[config.mk]
export PLATFORM = sky130hd
export DESIGN_NAME = board_top
export DESIGN_NICKNAME = d
export VERILOG_FILES = /design/src/board_pkg.sv /design/src/board_top.sv /design/src/i2s_mic_receiver.sv /design/src/key_debouncer.sv /design/src/lab_top.sv /design/src/seg_display_driver.sv /design/src/slow_tick_gen.sv
export VERILOG_INCLUDE_DIRS = /design/src /design/src/src
export SDC_FILE = /design/constraint.sdc
export NUM_CORES = 1
export LEC_CHECK = 0
export BUFFER_PORTS_ARGS = -buffer_cell sky130_fd_sc_hd__buf_2
export CAP_MARGIN = 25
export CORE_ASPECT_RATIO = 0.5
export CORE_MARGIN = 2
export CORE_UTILIZATION = 65
export DETAILED_ROUTE_END_ITERATION = 8
export PLACE_DENSITY = 0.83
export SLEW_MARGIN = 10
export SYNTH_ARGS = -nofsm -noshare
export SYNTH_HDL_FRONTEND = slang
export SYNTH_SLANG_ARGS = --single-unit
[constraint.sdc]
create_clock -name clk -period 5.3 [get_ports clk]
set_clock_uncertainty 0.1 [all_clocks]
set_input_delay 1.06 -clock clk [delete_from_list [all_inputs] [get_ports clk]]
set_output_delay 1.06 -clock clk [all_outputs]
set_load 0.005 [all_outputs]
[src/board_cfg.svh]
`ifndef BOARD_CFG_SVH
`define BOARD_CFG_SVH

//----------------------------------------
// Board clock and vector widths
//----------------------------------------

`define CLK_MHZ             27
`define W_KEY               2
`define W_LED               6
`define W_DIGIT             4
`define MIC_BITS            24

//----------------------------------------
// Default timing, in board clock cycles
//----------------------------------------

`define SLOW_DIV_DEFAULT    (`CLK_MHZ * 1000000)   // One tick per second
`define DEBOUNCE_DEFAULT    (`CLK_MHZ * 20000)     // 20 ms of stable level
`define SCK_HALF_DEFAULT    8                      // Bit clock near 1.7 MHz
`define SCAN_DEFAULT        (`CLK_MHZ * 1000)      // 1 ms per digit

`endif

[src/board_pkg.sv]
`default_nettype none

`include "board_cfg.svh"

package board_pkg;

    // Keys after polarity fix, one bit per key
    typedef logic [`W_KEY   - 1:0] key_t;

    // LED vector, active high inside the design
    typedef logic [`W_LED   - 1:0] led_t;

    // Segments a to h, a in the top bit
    typedef logic [          7:0] seg_t;

    // One-hot digit select
    typedef logic [`W_DIGIT - 1:0] digit_sel_t;

    // Microphone sample in two's complement
    typedef logic signed [`MIC_BITS - 1:0] sample_t;

    // Lab counter and the word shown on the display
    typedef logic [         15:0] count_t;

endpackage

`default_nettype wire

[src/board_top.sv]
`default_nettype none

`include "board_cfg.svh"

module board_top
#(
    parameter int unsigned slow_div        = `SLOW_DIV_DEFAULT,
    parameter int unsigned debounce_cycles = `DEBOUNCE_DEFAULT,
    parameter int unsigned sck_half        = `SCK_HALF_DEFAULT,
    parameter int unsigned scan_cycles     = `SCAN_DEFAULT
)
(
    input  wire logic              clk,
    input  wire logic              reset,
    input  wire board_pkg::key_t   key,          // Active low
    output board_pkg::led_t        led,          // Active low
    output board_pkg::seg_t        hgfedcba,
    output board_pkg::digit_sel_t  digit,
    input  wire logic              mic_sd,
    output logic                   mic_sck,
    output logic                   mic_ws,
    output logic                   mic_lr
);

    board_pkg::key_t    key_pressed;
    board_pkg::led_t    lab_led;
    board_pkg::count_t  display_word;
    board_pkg::seg_t    abcdefgh;
    board_pkg::sample_t sample;
    logic               sample_valid;
    logic               tick;

    //----------------------------------------

    key_debouncer #(.debounce_cycles (debounce_cycles)) i_key_debouncer
    (
        .clk          ( clk          ),
        .reset        ( reset        ),
        .key_raw      ( ~ key        ),
        .key_pressed  ( key_pressed  )
    );

    slow_tick_gen #(.slow_div (slow_div)) i_slow_tick_gen
    (
        .clk          ( clk          ),
        .reset        ( reset        ),
        .tick         ( tick         )
    );

    i2s_mic_receiver #(.sck_half (sck_half)) i_microphone
    (
        .clk          ( clk          ),
        .reset        ( reset        ),
        .mic_sd       ( mic_sd       ),
        .mic_sck      ( mic_sck      ),
        .mic_ws       ( mic_ws       ),
        .sample       ( sample       ),
        .sample_valid ( sample_valid )
    );

    lab_top i_lab_top
    (
        .clk          ( clk          ),
        .reset        ( reset        ),
        .tick         ( tick         ),
        .key_pressed  ( key_pressed  ),
        .sample       ( sample       ),
        .sample_valid ( sample_valid ),
        .display_word ( display_word ),
        .led          ( lab_led      )
    );

    seg_display_driver #(.scan_cycles (scan_cycles)) i_seg_display_driver
    (
        .clk          ( clk          ),
        .reset        ( reset        ),
        .display_word ( display_word ),
        .abcdefgh     ( abcdefgh     ),
        .digit        ( digit        )
    );

    //----------------------------------------

    assign led    = ~ lab_led;
    assign mic_lr = 1'b0;                        // Mic sends on the left slot

    // Pin bus runs h down to a
    for (genvar i = 0; i < $bits(board_pkg::seg_t); i++)
    begin : g_seg_reverse
        assign hgfedcba[i] = abcdefgh[$bits(board_pkg::seg_t) - 1 - i];
    end

endmodule

`default_nettype wire

[src/i2s_mic_receiver.sv]
`default_nettype none

`include "board_cfg.svh"

module i2s_mic_receiver
#(
    parameter int unsigned sck_half = `SCK_HALF_DEFAULT
)
(
    input  wire logic            clk,
    input  wire logic            reset,
    input  wire logic            mic_sd,
    output logic                 mic_sck,
    output logic                 mic_ws,
    output board_pkg::sample_t   sample,
    output logic                 sample_valid
);

    localparam int half_w = $clog2(sck_half + 1);

    logic [half_w - 1:0]    half_cnt;      // Cycles within one half of the bit clock
    logic [4:0]             bit_cnt;       // Bit slot within the 32-bit frame
    logic                   sck_edge;
    logic                   sck_rise;
    logic                   sck_fall;
    logic                   capture_bit;
    logic                   capture_done;
    logic [`MIC_BITS - 1:0] shift_reg;

    assign sck_edge = (half_cnt == half_w'(sck_half - 1));
    assign sck_rise = sck_edge & ~mic_sck;
    assign sck_fall = sck_edge &  mic_sck;

    // Left frame only, bits 1 to 24 after the word select edge
    assign capture_bit = sck_rise & ~mic_ws
                       & (bit_cnt >= 5'd1) & (bit_cnt <= 5'(`MIC_BITS));

    //----------------------------------------
    // Bit clock and word select
    //----------------------------------------

    always_ff @(posedge clk)
    begin
        if (reset)
        begin
            half_cnt <= '0;
            mic_sck  <= 1'b0;
            bit_cnt  <= '0;
            mic_ws   <= 1'b0;
        end
        else
        begin
            if (sck_edge)
            begin
                half_cnt <= '0;
                mic_sck  <= ~mic_sck;
            end
            else
                half_cnt <= half_cnt + 1'b1;

            // Word select moves on a falling bit clock edge, like the mic expects
            if (sck_fall)
            begin
                bit_cnt <= bit_cnt + 1'b1;
                if (bit_cnt == 5'd31)
                    mic_ws <= ~mic_ws;
            end
        end
    end

    //----------------------------------------
    // Sample capture
    //----------------------------------------

    always_ff @(posedge clk)
    begin
        if (capture_bit)
            shift_reg <= {shift_reg[`MIC_BITS - 2:0], mic_sd};   // MSB first
    end

    always_ff @(posedge clk)
    begin
        if (reset)
        begin
            capture_done <= 1'b0;
            sample_valid <= 1'b0;
        end
        else
        begin
            capture_done <= capture_bit & (bit_cnt == 5'(`MIC_BITS));
            sample_valid <= capture_done;
        end
    end

    always_ff @(posedge clk)
    begin
        if (capture_done)
            sample <= board_pkg::sample_t'(shift_reg);   // Published with the strobe
    end

endmodule

`default_nettype wire

[src/key_debouncer.sv]
`default_nettype none

`include "board_cfg.svh"

module key_debouncer
#(
    parameter int unsigned debounce_cycles = `DEBOUNCE_DEFAULT
)
(
    input  wire logic              clk,
    input  wire logic              reset,
    input  wire board_pkg::key_t   key_raw,
    output board_pkg::key_t        key_pressed
);

    localparam int cnt_w = $clog2(debounce_cycles + 1);

    board_pkg::key_t  sync_meta;                   // First synchronizer stage
    board_pkg::key_t  sync_key;                    // Second synchronizer stage
    logic [cnt_w - 1:0] stable_cnt [`W_KEY];       // Cycles spent at a new level

    always_ff @(posedge clk)
    begin
        if (reset)
        begin
            sync_meta <= '0;
            sync_key  <= '0;
        end
        else
        begin
            sync_meta <= key_raw;
            sync_key  <= sync_meta;
        end
    end

    // Each key has its own stability counter
    always_ff @(posedge clk)
    begin
        if (reset)
        begin
            key_pressed <= '0;
            for (int i = 0; i < `W_KEY; i++)
                stable_cnt[i] <= '0;
        end
        else
        begin
            for (int i = 0; i < `W_KEY; i++)
            begin
                if (sync_key[i] == key_pressed[i])
                    stable_cnt[i] <= '0;                       // Glitch over, start again
                else if (stable_cnt[i] == cnt_w'(debounce_cycles - 1))
                begin
                    key_pressed[i] <= sync_key[i];             // Level held long enough
                    stable_cnt[i]  <= '0;
                end
                else
                    stable_cnt[i] <= stable_cnt[i] + 1'b1;
            end
        end
    end

endmodule

`default_nettype wire

[src/lab_top.sv]
`default_nettype none

`include "board_cfg.svh"

module lab_top
(
    input  wire logic               clk,
    input  wire logic               reset,
    input  wire logic               tick,
    input  wire board_pkg::key_t    key_pressed,
    input  wire board_pkg::sample_t sample,
    input  wire logic               sample_valid,
    output board_pkg::count_t       display_word,
    output board_pkg::led_t         led
);

    localparam int w_word = $bits(board_pkg::count_t);

    board_pkg::count_t  tick_count;
    board_pkg::sample_t mic_sample;
    logic               clear_key;
    logic               mic_mode;

    assign clear_key = key_pressed[1];
    assign mic_mode  = key_pressed[0];

    //----------------------------------------
    // Tick counter and sample latch
    //----------------------------------------

    always_ff @(posedge clk)
    begin
        if (reset)
            tick_count <= '0;
        else if (clear_key)
            tick_count <= '0;                        // Held at zero while pressed
        else if (tick)
            tick_count <= tick_count + 1'b1;
    end

    always_ff @(posedge clk)
    begin
        if (reset)
            mic_sample <= '0;
        else if (sample_valid)
            mic_sample <= sample;
    end

    //----------------------------------------
    // Display mode and LED level bar
    //----------------------------------------

    always_ff @(posedge clk)
    begin
        if (reset)
        begin
            display_word <= '0;
            led          <= '0;
        end
        else
        begin
            if (mic_mode)
                display_word <= mic_sample[`MIC_BITS - 1 -: w_word];   // Top of the sample
            else
                display_word <= tick_count;

            led <= mic_sample[`MIC_BITS - 1 -: `W_LED];   // Sign and loudest bits
        end
    end

endmodule

`default_nettype wire

[src/seg_display_driver.sv]
`default_nettype none

`include "board_cfg.svh"

module seg_display_driver
#(
    parameter int unsigned scan_cycles = `SCAN_DEFAULT
)
(
    input  wire logic              clk,
    input  wire logic              reset,
    input  wire board_pkg::count_t display_word,
    output board_pkg::seg_t        abcdefgh,
    output board_pkg::digit_sel_t  digit
);

    localparam int dwell_w = $clog2(scan_cycles + 1);
    localparam int idx_w   = $clog2(`W_DIGIT);

    logic [dwell_w - 1:0] dwell_cnt;
    logic [idx_w   - 1:0] digit_idx;
    logic [idx_w   - 1:0] next_idx;
    logic                 dwell_end;
    logic [3:0]           nibble;

    // Segments a to g, decimal point off
    function automatic board_pkg::seg_t hex_to_seg(input logic [3:0] value);
        case (value)
            4'h0:    return 8'b1111_1100;
            4'h1:    return 8'b0110_0000;
            4'h2:    return 8'b1101_1010;
            4'h3:    return 8'b1111_0010;
            4'h4:    return 8'b0110_0110;
            4'h5:    return 8'b1011_0110;
            4'h6:    return 8'b1011_1110;
            4'h7:    return 8'b1110_0000;
            4'h8:    return 8'b1111_1110;
            4'h9:    return 8'b1111_0110;
            4'ha:    return 8'b1110_1110;
            4'hb:    return 8'b0011_1110;
            4'hc:    return 8'b1001_1100;
            4'hd:    return 8'b0111_1010;
            4'he:    return 8'b1001_1110;
            default: return 8'b1000_1110;
        endcase
    endfunction

    assign dwell_end = (dwell_cnt == dwell_w'(scan_cycles - 1));

    always_comb
    begin
        next_idx = digit_idx;
        if (dwell_end)
            next_idx = (digit_idx == idx_w'(`W_DIGIT - 1)) ? '0 : digit_idx + 1'b1;
    end

    assign nibble = display_word[{next_idx, 2'b00} +: 4];   // Nibble 0 is least significant

    always_ff @(posedge clk)
    begin
        if (reset)
        begin
            dwell_cnt <= '0;
            digit_idx <= '0;
            digit     <= board_pkg::digit_sel_t'(1);          // Digit 0 first
        end
        else
        begin
            dwell_cnt <= dwell_end ? '0 : dwell_cnt + 1'b1;
            digit_idx <= next_idx;
            digit     <= board_pkg::digit_sel_t'(1) << next_idx;
        end
    end

    // Registered with the select so both change in the same cycle
    always_ff @(posedge clk)
        abcdefgh <= hex_to_seg(nibble);

endmodule

`default_nettype wire

[src/slow_tick_gen.sv]
`default_nettype none

`include "board_cfg.svh"

module slow_tick_gen
#(
    parameter int unsigned slow_div = `SLOW_DIV_DEFAULT
)
(
    input  wire logic clk,
    input  wire logic reset,
    output logic      tick
);

    localparam int cnt_w = $clog2(slow_div + 1);

    logic [cnt_w - 1:0] div_cnt;

    // Wraps at slow_div, so the tick is a single-cycle strobe
    always_ff @(posedge clk)
    begin
        if (reset)
        begin
            div_cnt <= '0;
            tick    <= 1'b0;
        end
        else if (div_cnt == cnt_w'(slow_div - 1))
        begin
            div_cnt <= '0;
            tick    <= 1'b1;            // First pulse slow_div cycles after reset
        end
        else
        begin
            div_cnt <= div_cnt + 1'b1;
            tick    <= 1'b0;
        end
    end

endmodule

`default_nettype wire

* Word level (Yosys, flattened, before mapping)
Memories as Yosys holds them, arrays and structs flattened. A register that Yosys moved wholly into a read port is not among the register bits. Cells that the tools add are included.
Word-level totals: register bits after elaboration 184, bits in latches 0, RAM bits 40, ROM bits 112, input bits 5, output and inout port bits 21, logic and storage cells 105, memories 2
Cells by class: add/subtract/negate cells 8, multiply operators 0, div/mod/pow operators 0, magnitude comparators 2, eq/ne operators 10, shifts and indexed selects 2, multiplexer cells 34, bitwise logic cells 18, reduce and logical (&&, ||, !) cells 7
Memories:
- (no name shown) | words 16, bits a word 7, rd ports 1, clocked after Yosys merged registers in 1, wr ports 0, RTL line seg_display_driver.sv:28 | case (value)
- i_key_debouncer.stable_cnt | words 2, bits a word 20, rd ports 2, clocked after Yosys merged registers in 0, wr ports 2, RTL line key_debouncer.sv:20 | logic [cnt_w - 1:0] stable_cnt [`W_KEY];
Operators by type and width (number):
- $mux 20 | 6
- $add 20x1->20 const B | 2
- $eq 20x20->1 const B | 2
- $add 25x1->25 const B | 1
- $eq 25x25->1 const B | 1
- $mux 1 | 25
- $add 16x1->16 const B | 1
- $mux 16 | 1
- $shiftx 16x5->4 | 1
- $add 15x1->15 const B | 1
- $eq 15x15->1 const B | 1
- $eq 5x5->1 const B | 2
- $reduce_or 2->1 | 4
- $and 1x1->1 | 6
- $not 6->6 | 1
- $or 1x1->1 | 6
- $reduce_and 2->1 | 3
- $add 5x1->5 const B | 1
- $ge 5x1->1 const B | 1
- $le 5x5->1 const B | 1
- $add 4x1->4 const B | 1
- $eq 4x3->1 const B | 1
- $mux 2 | 2
- $not 1->1 | 4
- other kinds (5) | 6

* Logic depth before layout (Yosys ltp)
Gate-level depths: netlist (run 1). An unclocked memory read counts as a cell.
word-level depth 8, mapped depth 10, gate-level depth less buffers 9

* Modules after synthesis
From an unflattened synthesis (run 1), not the netlist that was laid out.
Second synthesis, totals: cells, all modules 833, area total of the unflattened synthesis 9276.4 um2
By module, submodules not included:
- key_debouncer | times used 1, cells each 230, area each 2493.6 um2, sequential area each 1321.3 um2
- i2s_mic_receiver | times used 1, cells each 110, area each 2033.2 um2, sequential area each 1701.6 um2
- lab_top | times used 1, cells each 199, area each 2020.7 um2, sequential area each 1081.0 um2
- seg_display_driver | times used 1, cells each 147, area each 1502.7 um2, sequential area each 560.5 um2
- slow_tick_gen | times used 1, cells each 137, area each 1184.9 um2, sequential area each 520.5 um2
- board_top | times used 1, cells each 10, area each 41.3 um2, sequential area each 0.0 um2

* Worst setup path after synthesis (run 1)
No wires, ideal clock.
path kind flip-flop to flip-flop, start point register i_microphone.half_cnt[0], end point register i_microphone.shift_reg[0] (enable), arrival time 2.876 ns, path slack 1.874 ns, cell stages (with the launch flop) 6, path buffers 1, path through dfxtp_1 -> ha_1 -> and3b_1 -> clkbuf_1 -> nand2_1 -> a311oi_1
On the way: cells in the longest elaborated chain, start to end 5
RTL lines:
- start, declared | RTL line i2s_mic_receiver.sv:21 | logic [half_w - 1:0] half_cnt;
- start signal, assigned | RTL line i2s_mic_receiver.sv:59 | half_cnt <= half_cnt + 1'b1;
- $eq 4x3->1 | RTL line i2s_mic_receiver.sv:30 | assign sck_edge = (half_cnt == half_w'(sck_half - 1));
- $and 1x1->1 | RTL line i2s_mic_receiver.sv:31 | assign sck_rise = sck_edge & ~mic_sck;
- $and 1x1->1 | RTL line i2s_mic_receiver.sv:35 | assign capture_bit = sck_rise & ~mic_ws
- $and 1x1->1 | RTL line i2s_mic_receiver.sv:36 | & (bit_cnt >= 5'd1) & (bit_cnt <= 5'(`MIC_BITS));
- $and 1x1->1 | RTL line i2s_mic_receiver.sv:35
- via i_microphone.capture_bit | RTL line i2s_mic_receiver.sv:26 | logic capture_bit;
- end signal, assigned | RTL line i2s_mic_receiver.sv:78 | shift_reg <= {shift_reg[`MIC_BITS - 2:0], mic_sd};
- end, declared | RTL line i2s_mic_receiver.sv:28 | logic [`MIC_BITS - 1:0] shift_reg;
The timed path passes the listed nets, and every way through them passes these cells. A chain may end at the register's enable or synchronous reset.

* Final worst setup path (run 1)
start point register i_seg_display_driver.digit_idx[0], end point register i_seg_display_driver.abcdefgh[4]
On the way: cells in the longest elaborated chain, start to end 4, elaborated cells on any way between the ends 5, those cells by class add/sub: 1; eq/ne: 1; shift: 1; mux: 2
RTL lines:
- start, declared | RTL line seg_display_driver.sv:21 | logic [idx_w - 1:0] digit_idx;
- start signal, assigned | RTL line seg_display_driver.sv:70 | digit_idx <= next_idx;
- $add 2x1->2 / $eq 2x2->1 (equally long branches) | RTL line seg_display_driver.sv:54 | next_idx = (digit_idx == idx_w'(`W_DIGIT - 1)) ? '0 : digit_idx + 1'b1;
- $mux 2 | RTL line seg_display_driver.sv:54
- $mux 2 (*) | RTL line seg_display_driver.sv:53 | if (dwell_end)
- $shiftx 16x5->4 (*) | RTL line seg_display_driver.sv:57 | assign nibble = display_word[{next_idx, 2'b00} +: 4];
- end, declared | RTL line seg_display_driver.sv:13 | output board_pkg::seg_t abcdefgh,
Every way passes the cells marked *; elsewhere a longest branch is shown, timed or not.

==> results of run 1 <==
==> power by group <==
| group | switching (mW) | total, mW | leakage, nW | internal, mW |
|---|---|---|---|---|
| combinational | 0.0365 | 0.0559 | 1.39 | 0.0194 |
| clock | 0.557 | 1.35 | 0.297 | 0.795 |
| sequential | 0.0212 | 1.69 | 1.80 | 1.67 |
==> layer usage <==
| layer | wire (µm) | share of wire (%) | track usage [%] | vias to the layer above |
|---|---|---|---|---|
| met5 | 0 | 0 | 0 | - |
| met4 | 253 | 1.7 | 5.771 | 0 |
| met3 | 517 | 3.4 | 4.015 | 25 |
| met2 | 7415 | 49 | 39.67 | 91 |
| met1 | 6948 | 46 | 27.49 | 2704 |
| li1 | - | - | - | 2809 |
==> worst min path at each step <==
stage / to / from
floorplan: i_microphone.sample[23] / i_microphone.shift_reg[23]
global placement: i_microphone.shift_reg[1] / i_microphone.shift_reg[0]
detailed placement: i_microphone.shift_reg[8] / i_microphone.shift_reg[7]
CTS: i_microphone.shift_reg[1] / i_microphone.shift_reg[0]
global route: i_microphone.shift_reg[7] / i_microphone.shift_reg[6]
finish: i_microphone.shift_reg[8] / i_microphone.shift_reg[7]
==> worst reg2reg max path, delay by kind of cell, from the launching register on <==
| family | cells | cell delay [ps] |
|---|---|---|
| DFF | 1 | 460 |
| and+or+nand+nor | 1 | 250 |
| buffers and inverters | 1 | 170 |
| muxes | 4 | 1440 |
| adders and majority gates | 2 | 670 |
==> Yosys cell counts, types with 12 or more instances <==
library cell	instances
dfxtp_1	127
xnor2_1	39
ha_1	18
clkbuf_1	14
nand4_1	27
xor2_1	55
nand3_1	38
edfxtp_1	80
inv_1	21
nor3_1	18
mux2i_1	45
nand2_1	34
nor2b_1	12
nor2_1	161
==> cells by family after synthesis <==
kind of cell / after synthesis / share of synthesized area (%)
XOR/XNOR: 94 / 9.422
AO/OA/AOI/OAI: 18 / 1.403
AND/OR/NAND/NOR: 346 / 19.17
flip-flops: 207 / 56.59
adder cells (fa/ha/maj): 18 / 2.577
multiplexers: 56 / 7.932
other: 2 / 0.08594
buffers and inverters: 55 / 2.821
==> through the flow <==
step | setup slack [ps] | util [%] | cells
global route | 1971 | 75.38 | 1031
finish | 2100 | 75.38 | 1031
global placement | 2343 | 70.44 | 996
detailed placement | 2149 | 70.53 | 997
floorplan | 1874 | - | 836
CTS | 2131 | 75.25 | 1029
==> final cells by class <==
cell class,instances,area (µm²)
inverters,21,78.83
repair buffers,27,150.1
well taps,170,212.7
multi-input cells,574,3715
clock buffers,26,531.8
clock inverters,6,76.32
fillers,863,3172
flip-flops and latches,207,4945
==> PnR_summary.wiki, run 1 <==
{| class="wikitable"
! Metric !! Value
|-
| Run status || complete, no violations
|-
| TritonCTS clock tree || done
|-
| Number of nets in the final layout || 872
|-
| Delay-heaviest family, CP || multiplexers
|-
| Post-route DRC violation count || 0
|-
| Critical path data arrival time || about 3500 ps
|-
| Count of input and output buffers || 23
|-
| Antenna violations before repair || 0
|-
| Hold WC Path Type || reg -> reg
|-
| Number of antenna diodes || 0
|-
| Async set-or-reset flop fraction in the synthesized netlist || 0%
|-
| Clock sink total || about 210
|-
| Mean area per synthesized cell || roughly 11 µm²
|-
| CP Data Required Time || approximately 5600 ps
|-
| Routed length per instance || 14.68 µm
|-
| Area of the placeable core || roughly 0.013 mm²
|-
| Io pins || 26
|-
| Warning count from the yosys run || 0
|-
| RSZ-0062 raised after global routing || no
|-
| Final count of negative-setup-slack endpoints || 0
|-
| Weighted congestion at the end of routability-driven global placement || between 0.7 and 0.8
|-
| Top library cells by usage in the layout, fill and taps aside || nor2_1 (161), dfxtp_1 (127), edfxtp_1 (80), xor2_1 (55), mux2i_1 (45)
|-
| Capturing instance or port of the critical path || i_seg_display_driver.abcdefgh[4]
|-
| Worst reg2reg setup slack || 2100 ps
|-
| Fraction of final layout cells sized beyond drive strength 1 || 7.433%
|-
| Clock transition time at the flip-flop clock pins of the worst setup and hold paths || approximately 70 ps
|-
| Count of vias placed by the detailed router || between 5000 and 6000
|-
| Capture point of the worst reg-to-reg path || i_seg_display_driver.abcdefgh[4]
|-
| Area share of the largest cell type after synthesis || 29.10%
|-
| Area of the mapped netlist || between 0.008 and 0.009 mm²
|-
| Site row count || 29
|-
| Clk_lat worst skew || around 480 ps
|-
| Post-detailed-placement half-perimeter wirelength || between 9 and 10 mm
|-
| Kind of critical path || reg -> reg
|-
| Final count of pins violating max slew || 0
|-
| Maximum fanout encountered on the critical timing path || 11
|-
| Post-synthesis cell type with the largest combined area || dfxtp_1
|-
| Number of buffers created by CTS || 18
|-
| Peak supply drop || ~0.00023 V
|-
| Maximum root-to-sink buffer count || 3
|-
| Transition time of the tightest slew-check pin || between 900 and 1000 ps
|-
| Global routing usage summed across all routing layers || between 20% and 30%
|-
| Total Negative Setup Slacks || 0 ps
|-
| Cell depth of the worst hold path || 0
|-
| Leakage || 3.483 nW
|-
| Number of flip-flops under the largest register name || 40
|-
| Max cap viols || 0
|-
| Remaining Overflow, GRT || 0
|-
| Initial cell density of the core || 67.84%
|-
| Final worst path period share || between 60% and 70%
|-
| Quantity of gates resized following cts || 0
|-
| Worst path buffer plus inverter count || 1
|-
| Number of antenna-violating nets in the routed design || 0
|-
| Cts-stage hold buffer count || 0
|-
| Number of distinct library cell variants in the gate-level netlist after synthesis || 52
|-
| Die Wd || 168.0 µm
|-
| Total non-filler cell area in the finished layout || between 0.009 and 0.01 mm²
|-
| Ordered cell list for the critical path || ha_1, nor2_4, mux4_1, mux2i_1, inv_1, ha_1, mux2i_1, mux2_2
|-
| Gate count after technology mapping || between 700 and 800
|-
| Worst slew margin relative to its limit || a little over a third
|-
| Avg Vias per Cell || 5.460
|-
| First-pass iteration count of the detailed router || 4
|-
| Cells on worst reg2reg path || 8
|-
| Endpoint type of the worst setup path || flop
|-
| Worst flop-to-flop path startpoint || i_seg_display_driver.digit_idx[0]
|-
| Area enclosed by the die boundary || about 0.014 mm²
|-
| Tightest hold margin || roughly 320 ps
|-
| First-pass GRT wire length || roughly 26 mm
|-
| Number of synthesized register bits || 207
|-
| Synth area leaders || dfxtp_1 (29%), edfxtp_1 (27%), nor2_1 (6.9%)
|-
| Crit path launch || i_seg_display_driver.digit_idx[0]
|-
| Number of levels the H-tree was split into || 1
|-
| Buffers inserted during post-CTS setup optimization || 0
|-
| Number of global-route vias before repair || roughly 5600
|-
| Highest clock frequency the design can meet || roughly 0.31 GHz
|-
| Count of flip-flops with a built-in enable after synthesis || 80
|-
| Cell chosen for the clock root || clkbuf_16
|-
| Power per cell area || 318.7 mW/mm²
|-
| Hold violation count in the final report || 0
|-
| Library cell contributing the largest single delay on the critical path || mux4_1
|-
| Maximum number of pins on one net before global-route repair || between 60 and 70
|-
| Commonest non-fill, non-tap cell in the layout || nor2_1
|-
| Final critical-path required period || 3200 ps
|-
| Depth of the critical timing path with buffers and inverters included || 8
|-
| Area growth syn-to-layout || 11.11%
|-
| Predominant post-synthesis flop cell || dfxtp_1
|-
| Sum of routed wire length over all layers || about 15 mm
|-
| Share of synthesized area occupied by flip-flops and latches || between 50% and 60%
|-
| Worst path max stage delay || around 600 ps
|-
| Startpoint Class || flop
|-
| Die Y || ~86 µm
|-
| Final Total Pwr || 3.094 mW
|-
| Iter 0 DRT Violations || between 300 and 400
|-
| Cell area after placement || between 0.009 and 0.01 mm²
|}
(Power assumes the default switching activity.)
==> inputs of run 2 (changes only) <==
--- a/config.mk
+++ b/config.mk
@@ -10,9 +10,9 @@
 export CAP_MARGIN = 25
 export CORE_ASPECT_RATIO = 0.5
 export CORE_MARGIN = 2
-export CORE_UTILIZATION = 65
+export CORE_UTILIZATION = 62
 export DETAILED_ROUTE_END_ITERATION = 8
-export PLACE_DENSITY = 0.83
+export PLACE_DENSITY = 0.79
 export SLEW_MARGIN = 10
 export SYNTH_ARGS = -nofsm -noshare
 export SYNTH_HDL_FRONTEND = slang
==> constraint.sdc (replaced) <==
create_clock -name clk -period 3.3 [get_ports clk]
set_clock_uncertainty 0.1 [all_clocks]
set_input_delay 0.66 -clock clk [delete_from_list [all_inputs] [get_ports clk]]
set_output_delay 0.66 -clock clk [all_outputs]
set_load 0.005 [all_outputs]
==> PnR_summary.wiki, run 2 (synthesis gave the netlist of run 1 again) <==
{| class="wikitable"
! Metric !! Value
|-
| Die Y || about 88 µm
|-
| Io pins || 26
|-
| Number of levels the H-tree was split into || 1
|-
| Max cap viols || 0
|-
| Final count of negative-setup-slack endpoints || 0
|-
| Total Negative Setup Slacks || 0 ps
|-
| Quantity of gates resized following cts || 0
|-
| Area of the placeable core || roughly 0.014 mm²
|-
| Critical path data arrival time || 3200 ps
|-
| Clock transition time at the flip-flop clock pins of the worst setup and hold paths || 70 ps
|-
| Area growth syn-to-layout || 11.66%
|-
| Commonest non-fill, non-tap cell in the layout || nor2_1
|-
| Peak supply drop || a little under 0.0003 V
|-
| RSZ-0062 raised after global routing || no
|-
| Startpoint Class || flop
|-
| Cts-stage hold buffer count || 0
|-
| Worst reg2reg setup slack || roughly 360 ps
|-
| Maximum fanout encountered on the critical timing path || 11
|-
| Worst slew margin relative to its limit || a little under two fifths
|-
| Transition time of the tightest slew-check pin || approximately 930 ps
|-
| Share of power burned in registers || 54.7%
|-
| Leakage || 3.494 nW
|-
| Antenna violations before repair || 0
|-
| Maximum number of pins on one net before global-route repair || between 50 and 60
|-
| First-pass GRT wire length || approximately 25 mm
|-
| Clock sink total || a little over 200
|-
| Post-Layout Cell Count || approximately 1100
|-
| Combinational cell fraction of total power || 1.8%
|-
| Weighted congestion at the end of routability-driven global placement || around 0.8
|-
| Avg Vias per Cell || 5.231
|-
| Post-detailed-placement half-perimeter wirelength || approximately 9.7 mm
|-
| Fraction of final layout cells sized beyond drive strength 1 || about 8.1%
|-
| Cell area after placement || a little over 0.009 mm²
|-
| Site row count || 30
|-
| Library cell contributing the largest single delay on the critical path || dfxtp_1
|-
| Ordered cell list for the critical path || ha_1, mux4_1, mux2_2, inv_1, ha_1, mux2i_1, mux2_2
|-
| Buffers inserted during post-CTS setup optimization || 0
|-
| Cell chosen for the clock root || clkbuf_16
|-
| Final count of pins violating max slew || 0
|-
| CP Data Required Time || about 3600 ps
|-
| Area enclosed by the die boundary || around 0.015 mm²
|-
| Capture point of the worst reg-to-reg path || i_seg_display_driver.abcdefgh[4]
|-
| Highest clock frequency the design can meet || roughly 0.34 GHz
|-
| Hold violation count in the final report || 0
|-
| Post-route DRC violation count || 0
|-
| Worst flop-to-flop path startpoint || i_seg_display_driver.digit_idx[0]
|-
| Count of vias placed by the detailed router || between 5000 and 6000
|-
| Hold WC Path Type || in -> reg
|-
| Multi-input logic area || 0.003715 mm²
|-
| Kind of critical path || reg -> reg
|-
| Remaining Overflow, GRT || 0
|-
| Number of buffers created by CTS || 18
|-
| Number of global-route vias before repair || around 5300
|-
| TritonCTS clock tree || done
|-
| Power per cell area || 507.1 mW/mm²
|-
| Top library cells by usage in the layout, fill and taps aside || nor2_1 (161), dfxtp_1 (127), edfxtp_1 (80), xor2_1 (55), mux2i_1 (45)
|-
| First-pass iteration count of the detailed router || 5
|-
| Number of nets in the final layout || 875
|-
| Number of filler instances in the final layout || just over 1000
|-
| Iter 0 DRT Violations || approximately 390
|-
| Number of antenna-violating nets in the routed design || 0
|-
| Area occupied by registers || around 0.005 mm²
|-
| Maximum root-to-sink buffer count || 3
|-
| Crit path launch || i_seg_display_driver.digit_idx[0]
|-
| Sum of routed wire length over all layers || approximately 14 mm
|-
| Internal power component || slightly below 4 mW
|-
| Number of flip-flops under the largest register name || 40
|-
| Final critical-path required period || 2944 ps
|-
| Die Wd || around 170 µm
|-
| Final worst path period share || around 90%
|-
| Clock power share || a little over two fifths
|-
| Total non-filler cell area in the finished layout || between 0.009 and 0.01 mm²
|-
| Global routing usage summed across all routing layers || between 20% and 30%
|-
| Worst path max stage delay || 620 ps
|-
| Switching power share of the total || between 10% and 20%
|-
| Cell total after placement || 1024
|-
| Capturing instance or port of the critical path || i_seg_display_driver.abcdefgh[4]
|-
| Initial cell density of the core || between 60% and 70%
|-
| Number of antenna diodes || 0
|-
| Endpoint type of the worst setup path || flop
|-
| Routed length per instance || about 14 µm
|-
| Run status || complete, no violations
|-
| Psw || roughly 990 µW
|-
| Count of input and output buffers || 23
|-
| Cells on worst reg2reg path || 7
|-
| Clk_lat worst skew || approximately 470 ps
|}
run 2: routing by layer:
layer  track usage [%]  vias to the layer above  routed length [µm]
met1             27.92                     2608                7132
li1                  -                     2814                   -
met2             34.06                       78                6487
met4             5.042                        0                 258
met5                 0                        -                   0
met3             3.886                       24                 527
run 2: worst min path at each step:
stage	start	end	cells after the start
4_1_cts	key[0]	i_key_debouncer.sync_meta[0]	2
5_1_grt	key[0]	i_key_debouncer.sync_meta[0]	2
3_5_place_dp	i_microphone.shift_reg[6]	i_microphone.shift_reg[7]	0
3_3_place_gp	i_microphone.shift_reg[23]	i_microphone.sample[23]	0
6_report	key[0]	i_key_debouncer.sync_meta[0]	2
2_1_floorplan	i_microphone.shift_reg[23]	i_microphone.sample[23]	0
run 2: layout make-up:
| cell class | instances | area share (%) |
|---|---|---|
| well taps | 192 | 2.462 |
| multi-input cells | 574 | 38.07 |
| clock buffers | 21 | 5.168 |
| clock inverters | 11 | 1.090 |
| flip-flops and latches | 207 | 50.68 |
| repair buffers | 30 | 1.718 |
| inverters | 21 | 0.8079 |
run 2: power by group through the flow:
| stage | logic, mW | registers, mW | clock network, mW |
|---|---|---|---|
| after floorplan | 0.0762 | 2.76 | 0 |
| after global placement | 0.0851 | 2.76 | 0 |
| after detailed placement | 0.0869 | 2.76 | 0 |
| after CTS | 0.0877 | 2.71 | 2.21 |
| after global routing | 0.103 | 2.71 | 2.32 |
| final | 0.0877 | 2.71 | 2.15 |
run 2: worst max-delay path, delay by kind of cell (launching register included):
kind,cells,cell delay (ps)
flops,1,620
mux,4,1330
fa+ha+maj,2,640
buf+inv,1,140
run 2: stage by stage:
step / hold slack [ps] / power, mW / util [%] / setup slack (ps)
floorplan: 300.3 / 2.832 / - / 654.8
global placement: 303.2 / 2.847 / 66.94 / 583.0
detailed placement: 305.2 / 2.851 / 66.94 / 394.5
CTS: 218.2 / 5.000 / 71.41 / 363.6
global route: 233.7 / 5.129 / 71.41 / 200.8
finish: 246.7 / 4.948 / 71.41 / 356.0
==> inputs of run 3 (changes only) <==
==> constraint.sdc (replaced) <==
create_clock -name clk -period 3.25 [get_ports clk]
set_clock_uncertainty 0.1 [all_clocks]
set_input_delay 0.65 -clock clk [delete_from_list [all_inputs] [get_ports clk]]
set_output_delay 0.65 -clock clk [all_outputs]
set_load 0.005 [all_outputs]
==> PnR_summary.wiki, run 3 (synthesis gave the netlist of run 1 again) <==
{| class="wikitable"
! Metric !! Value
|-
| Run status || complete, no violations
|-
| Power per cell area || approximately 500 mW/mm²
|-
| TritonCTS clock tree || done
|-
| Global routing usage summed across all routing layers || 19.41%
|-
| Transition time of the tightest slew-check pin || 898.6 ps
|-
| Avg Vias per Cell || roughly 5.2
|-
| Number of nets in the final layout || ~880
|-
| Number of buffers created by CTS || 19
|-
| Count of vias placed by the detailed router || 5553
|-
| Die Wd || approximately 170 µm
|-
| Quantity of gates resized following cts || 0
|-
| Number of filler instances in the final layout || ~990
|-
| Weighted congestion at the end of routability-driven global placement || around 0.83
|-
| Routed length per instance || 13.30 µm
|-
| Number of global-route vias before repair || just over 5000
|-
| Area growth syn-to-layout || 11.67%
|-
| Area enclosed by the die boundary || ~0.015 mm²
|-
| Number of flip-flops under the largest register name || 40
|-
| Maximum root-to-sink buffer count || 3
|-
| Top library cells by usage in the layout, fill and taps aside || nor2_1 (161), dfxtp_1 (127), edfxtp_1 (80), xor2_1 (55), mux2i_1 (45)
|-
| Maximum number of pins on one net before global-route repair || 34
|-
| Peak supply drop || 0.0003679 V
|-
| Commonest non-fill, non-tap cell in the layout || nor2_1
|-
| Most Frequent Cell on Critical Path || ha_1
|-
| Final count of pins violating max slew || 0
|-
| Cts-stage hold buffer count || 0
|-
| Highest clock frequency the design can meet || between 0.3 and 0.4 GHz
|-
| Die Y || 87.95 µm
|-
| RSZ-0062 raised after global routing || no
|-
| Number of levels the H-tree was split into || 1
|-
| Library cell contributing the largest single delay on the critical path || mux4_1
|-
| Antenna violations before repair || 0
|-
| First-pass GRT wire length || ~24 mm
|-
| Worst path max stage delay || 590 ps
|-
| Delay-heaviest family, CP || multiplexers
|-
| Post-Layout Cell Count || ~1100
|-
| Endpoint type of the worst setup path || flop
|-
| Hold WC Path Type || in -> reg
|-
| Critical path data arrival time || 3210 ps
|-
| Ordered cell list for the critical path || ha_1, nor2_4, mux4_1, mux2i_1, inv_1, ha_1, or3b_1, o221ai_1
|-
| Number of antenna-violating nets in the routed design || 0
|-
| Remaining Overflow, GRT || 0
|-
| Final worst path period share || between 80% and 90%
|-
| Io pins || 26
|-
| Buffers inserted during post-CTS setup optimization || 0
|-
| Worst slew margin relative to its limit || 40.01%
|-
| Worst path buffer plus inverter count || 1
|-
| Fraction of final layout cells sized beyond drive strength 1 || between 8 and 9%
|-
| Max cap viols || 0
|-
| Initial cell density of the core || approximately 64%
|-
| CP Data Required Time || roughly 3500 ps
|-
| Final critical-path required period || about 3000 ps
|-
| Cell chosen for the clock root || clkbuf_16
|-
| Area of the placeable core || 0.01366 mm²
|-
| Clock transition time at the flip-flop clock pins of the worst setup and hold paths || around 60 ps
|-
| Maximum fanout encountered on the critical timing path || 11
|-
| Clock sink total || between 200 and 250
|-
| Site row count || 30
|-
| Post-detailed-placement half-perimeter wirelength || between 9 and 10 mm
|-
| Hold violation count in the final report || 0
|-
| Kind of critical path || reg -> reg
|-
| Leakage || around 3.5 nW
|-
| First-pass iteration count of the detailed router || 4
|-
| Sum of routed wire length over all layers || approximately 14 mm
|-
| Final count of negative-setup-slack endpoints || 0
|-
| Iter 0 DRT Violations || about 300
|-
| Clk_lat worst skew || ~480 ps
|-
| Number of antenna diodes || 0
|-
| Startpoint Class || flop
|-
| Count of input and output buffers || 23
|-
| Total Negative Setup Slacks || 0 ps
|-
| Post-route DRC violation count || 0
|-
| Cell total after placement || slightly above 1000
|}
==> run 3: final timing paths <==
check / start / endpoint / slack, ps / cells past startpoint
max reg2reg: i_seg_display_driver.digit_idx[0] / i_seg_display_driver.abcdefgh[7] / 330 / 8
min reg2reg: i_microphone.shift_reg[7] / i_microphone.shift_reg[8] / 320 / 0
min: key[0] / i_key_debouncer.sync_meta[0] / 230 / 2
max: i_seg_display_driver.digit_idx[0] / i_seg_display_driver.abcdefgh[7] / 330 / 8
==> run 3: layer usage <==
layer	track usage (%)	routed length [µm]
met1	27.19	6981
met4	3.972	144
met3	4.112	490
met2	31.84	6476
met5	0	0
==> run 3: cell type report <==
| class | count | area (µm²) | share of cell area (%) |
|---|---|---|---|
| well taps | 192 | 240.2 | 2.462 |
| clock buffers | 23 | 500.5 | 5.129 |
| flip-flops and latches | 207 | 4945 | 50.67 |
| repair buffers | 33 | 190.2 | 1.949 |
| multi-input cells | 574 | 3715 | 38.07 |
| clock inverters | 10 | 88.84 | 0.9104 |
| inverters | 21 | 78.83 | 0.8078 |
==> run 3: report_power, final <==
part           switching [mW]  leakage [nW]  total [mW]  internal (mW)
Clock                   0.910         0.294        2.10           1.19
Sequential             0.0342          1.80        2.75           2.72
Combinational          0.0589          1.42      0.0919         0.0330
==> run 3: metrics by stage <==
| step | hold WS [ps] | setup WS, ps | area [µm²] | power [mW] | utilization, % |
|---|---|---|---|---|---|
| after CTS | 204.9 | 375.5 | 9758 | 4.996 | 71.42 |
| after global placement | 301.9 | 554.7 | 9169 | 2.893 | 67.11 |
| final | 229.5 | 332.1 | 9758 | 4.941 | 71.42 |
| after detailed placement | 306.1 | 366.4 | 9169 | 2.898 | 67.11 |
| after floorplan | 300.3 | 604.8 | 8895 | 2.876 | - |
| after global routing | 222.3 | 217.3 | 9758 | 5.119 | 71.42 |
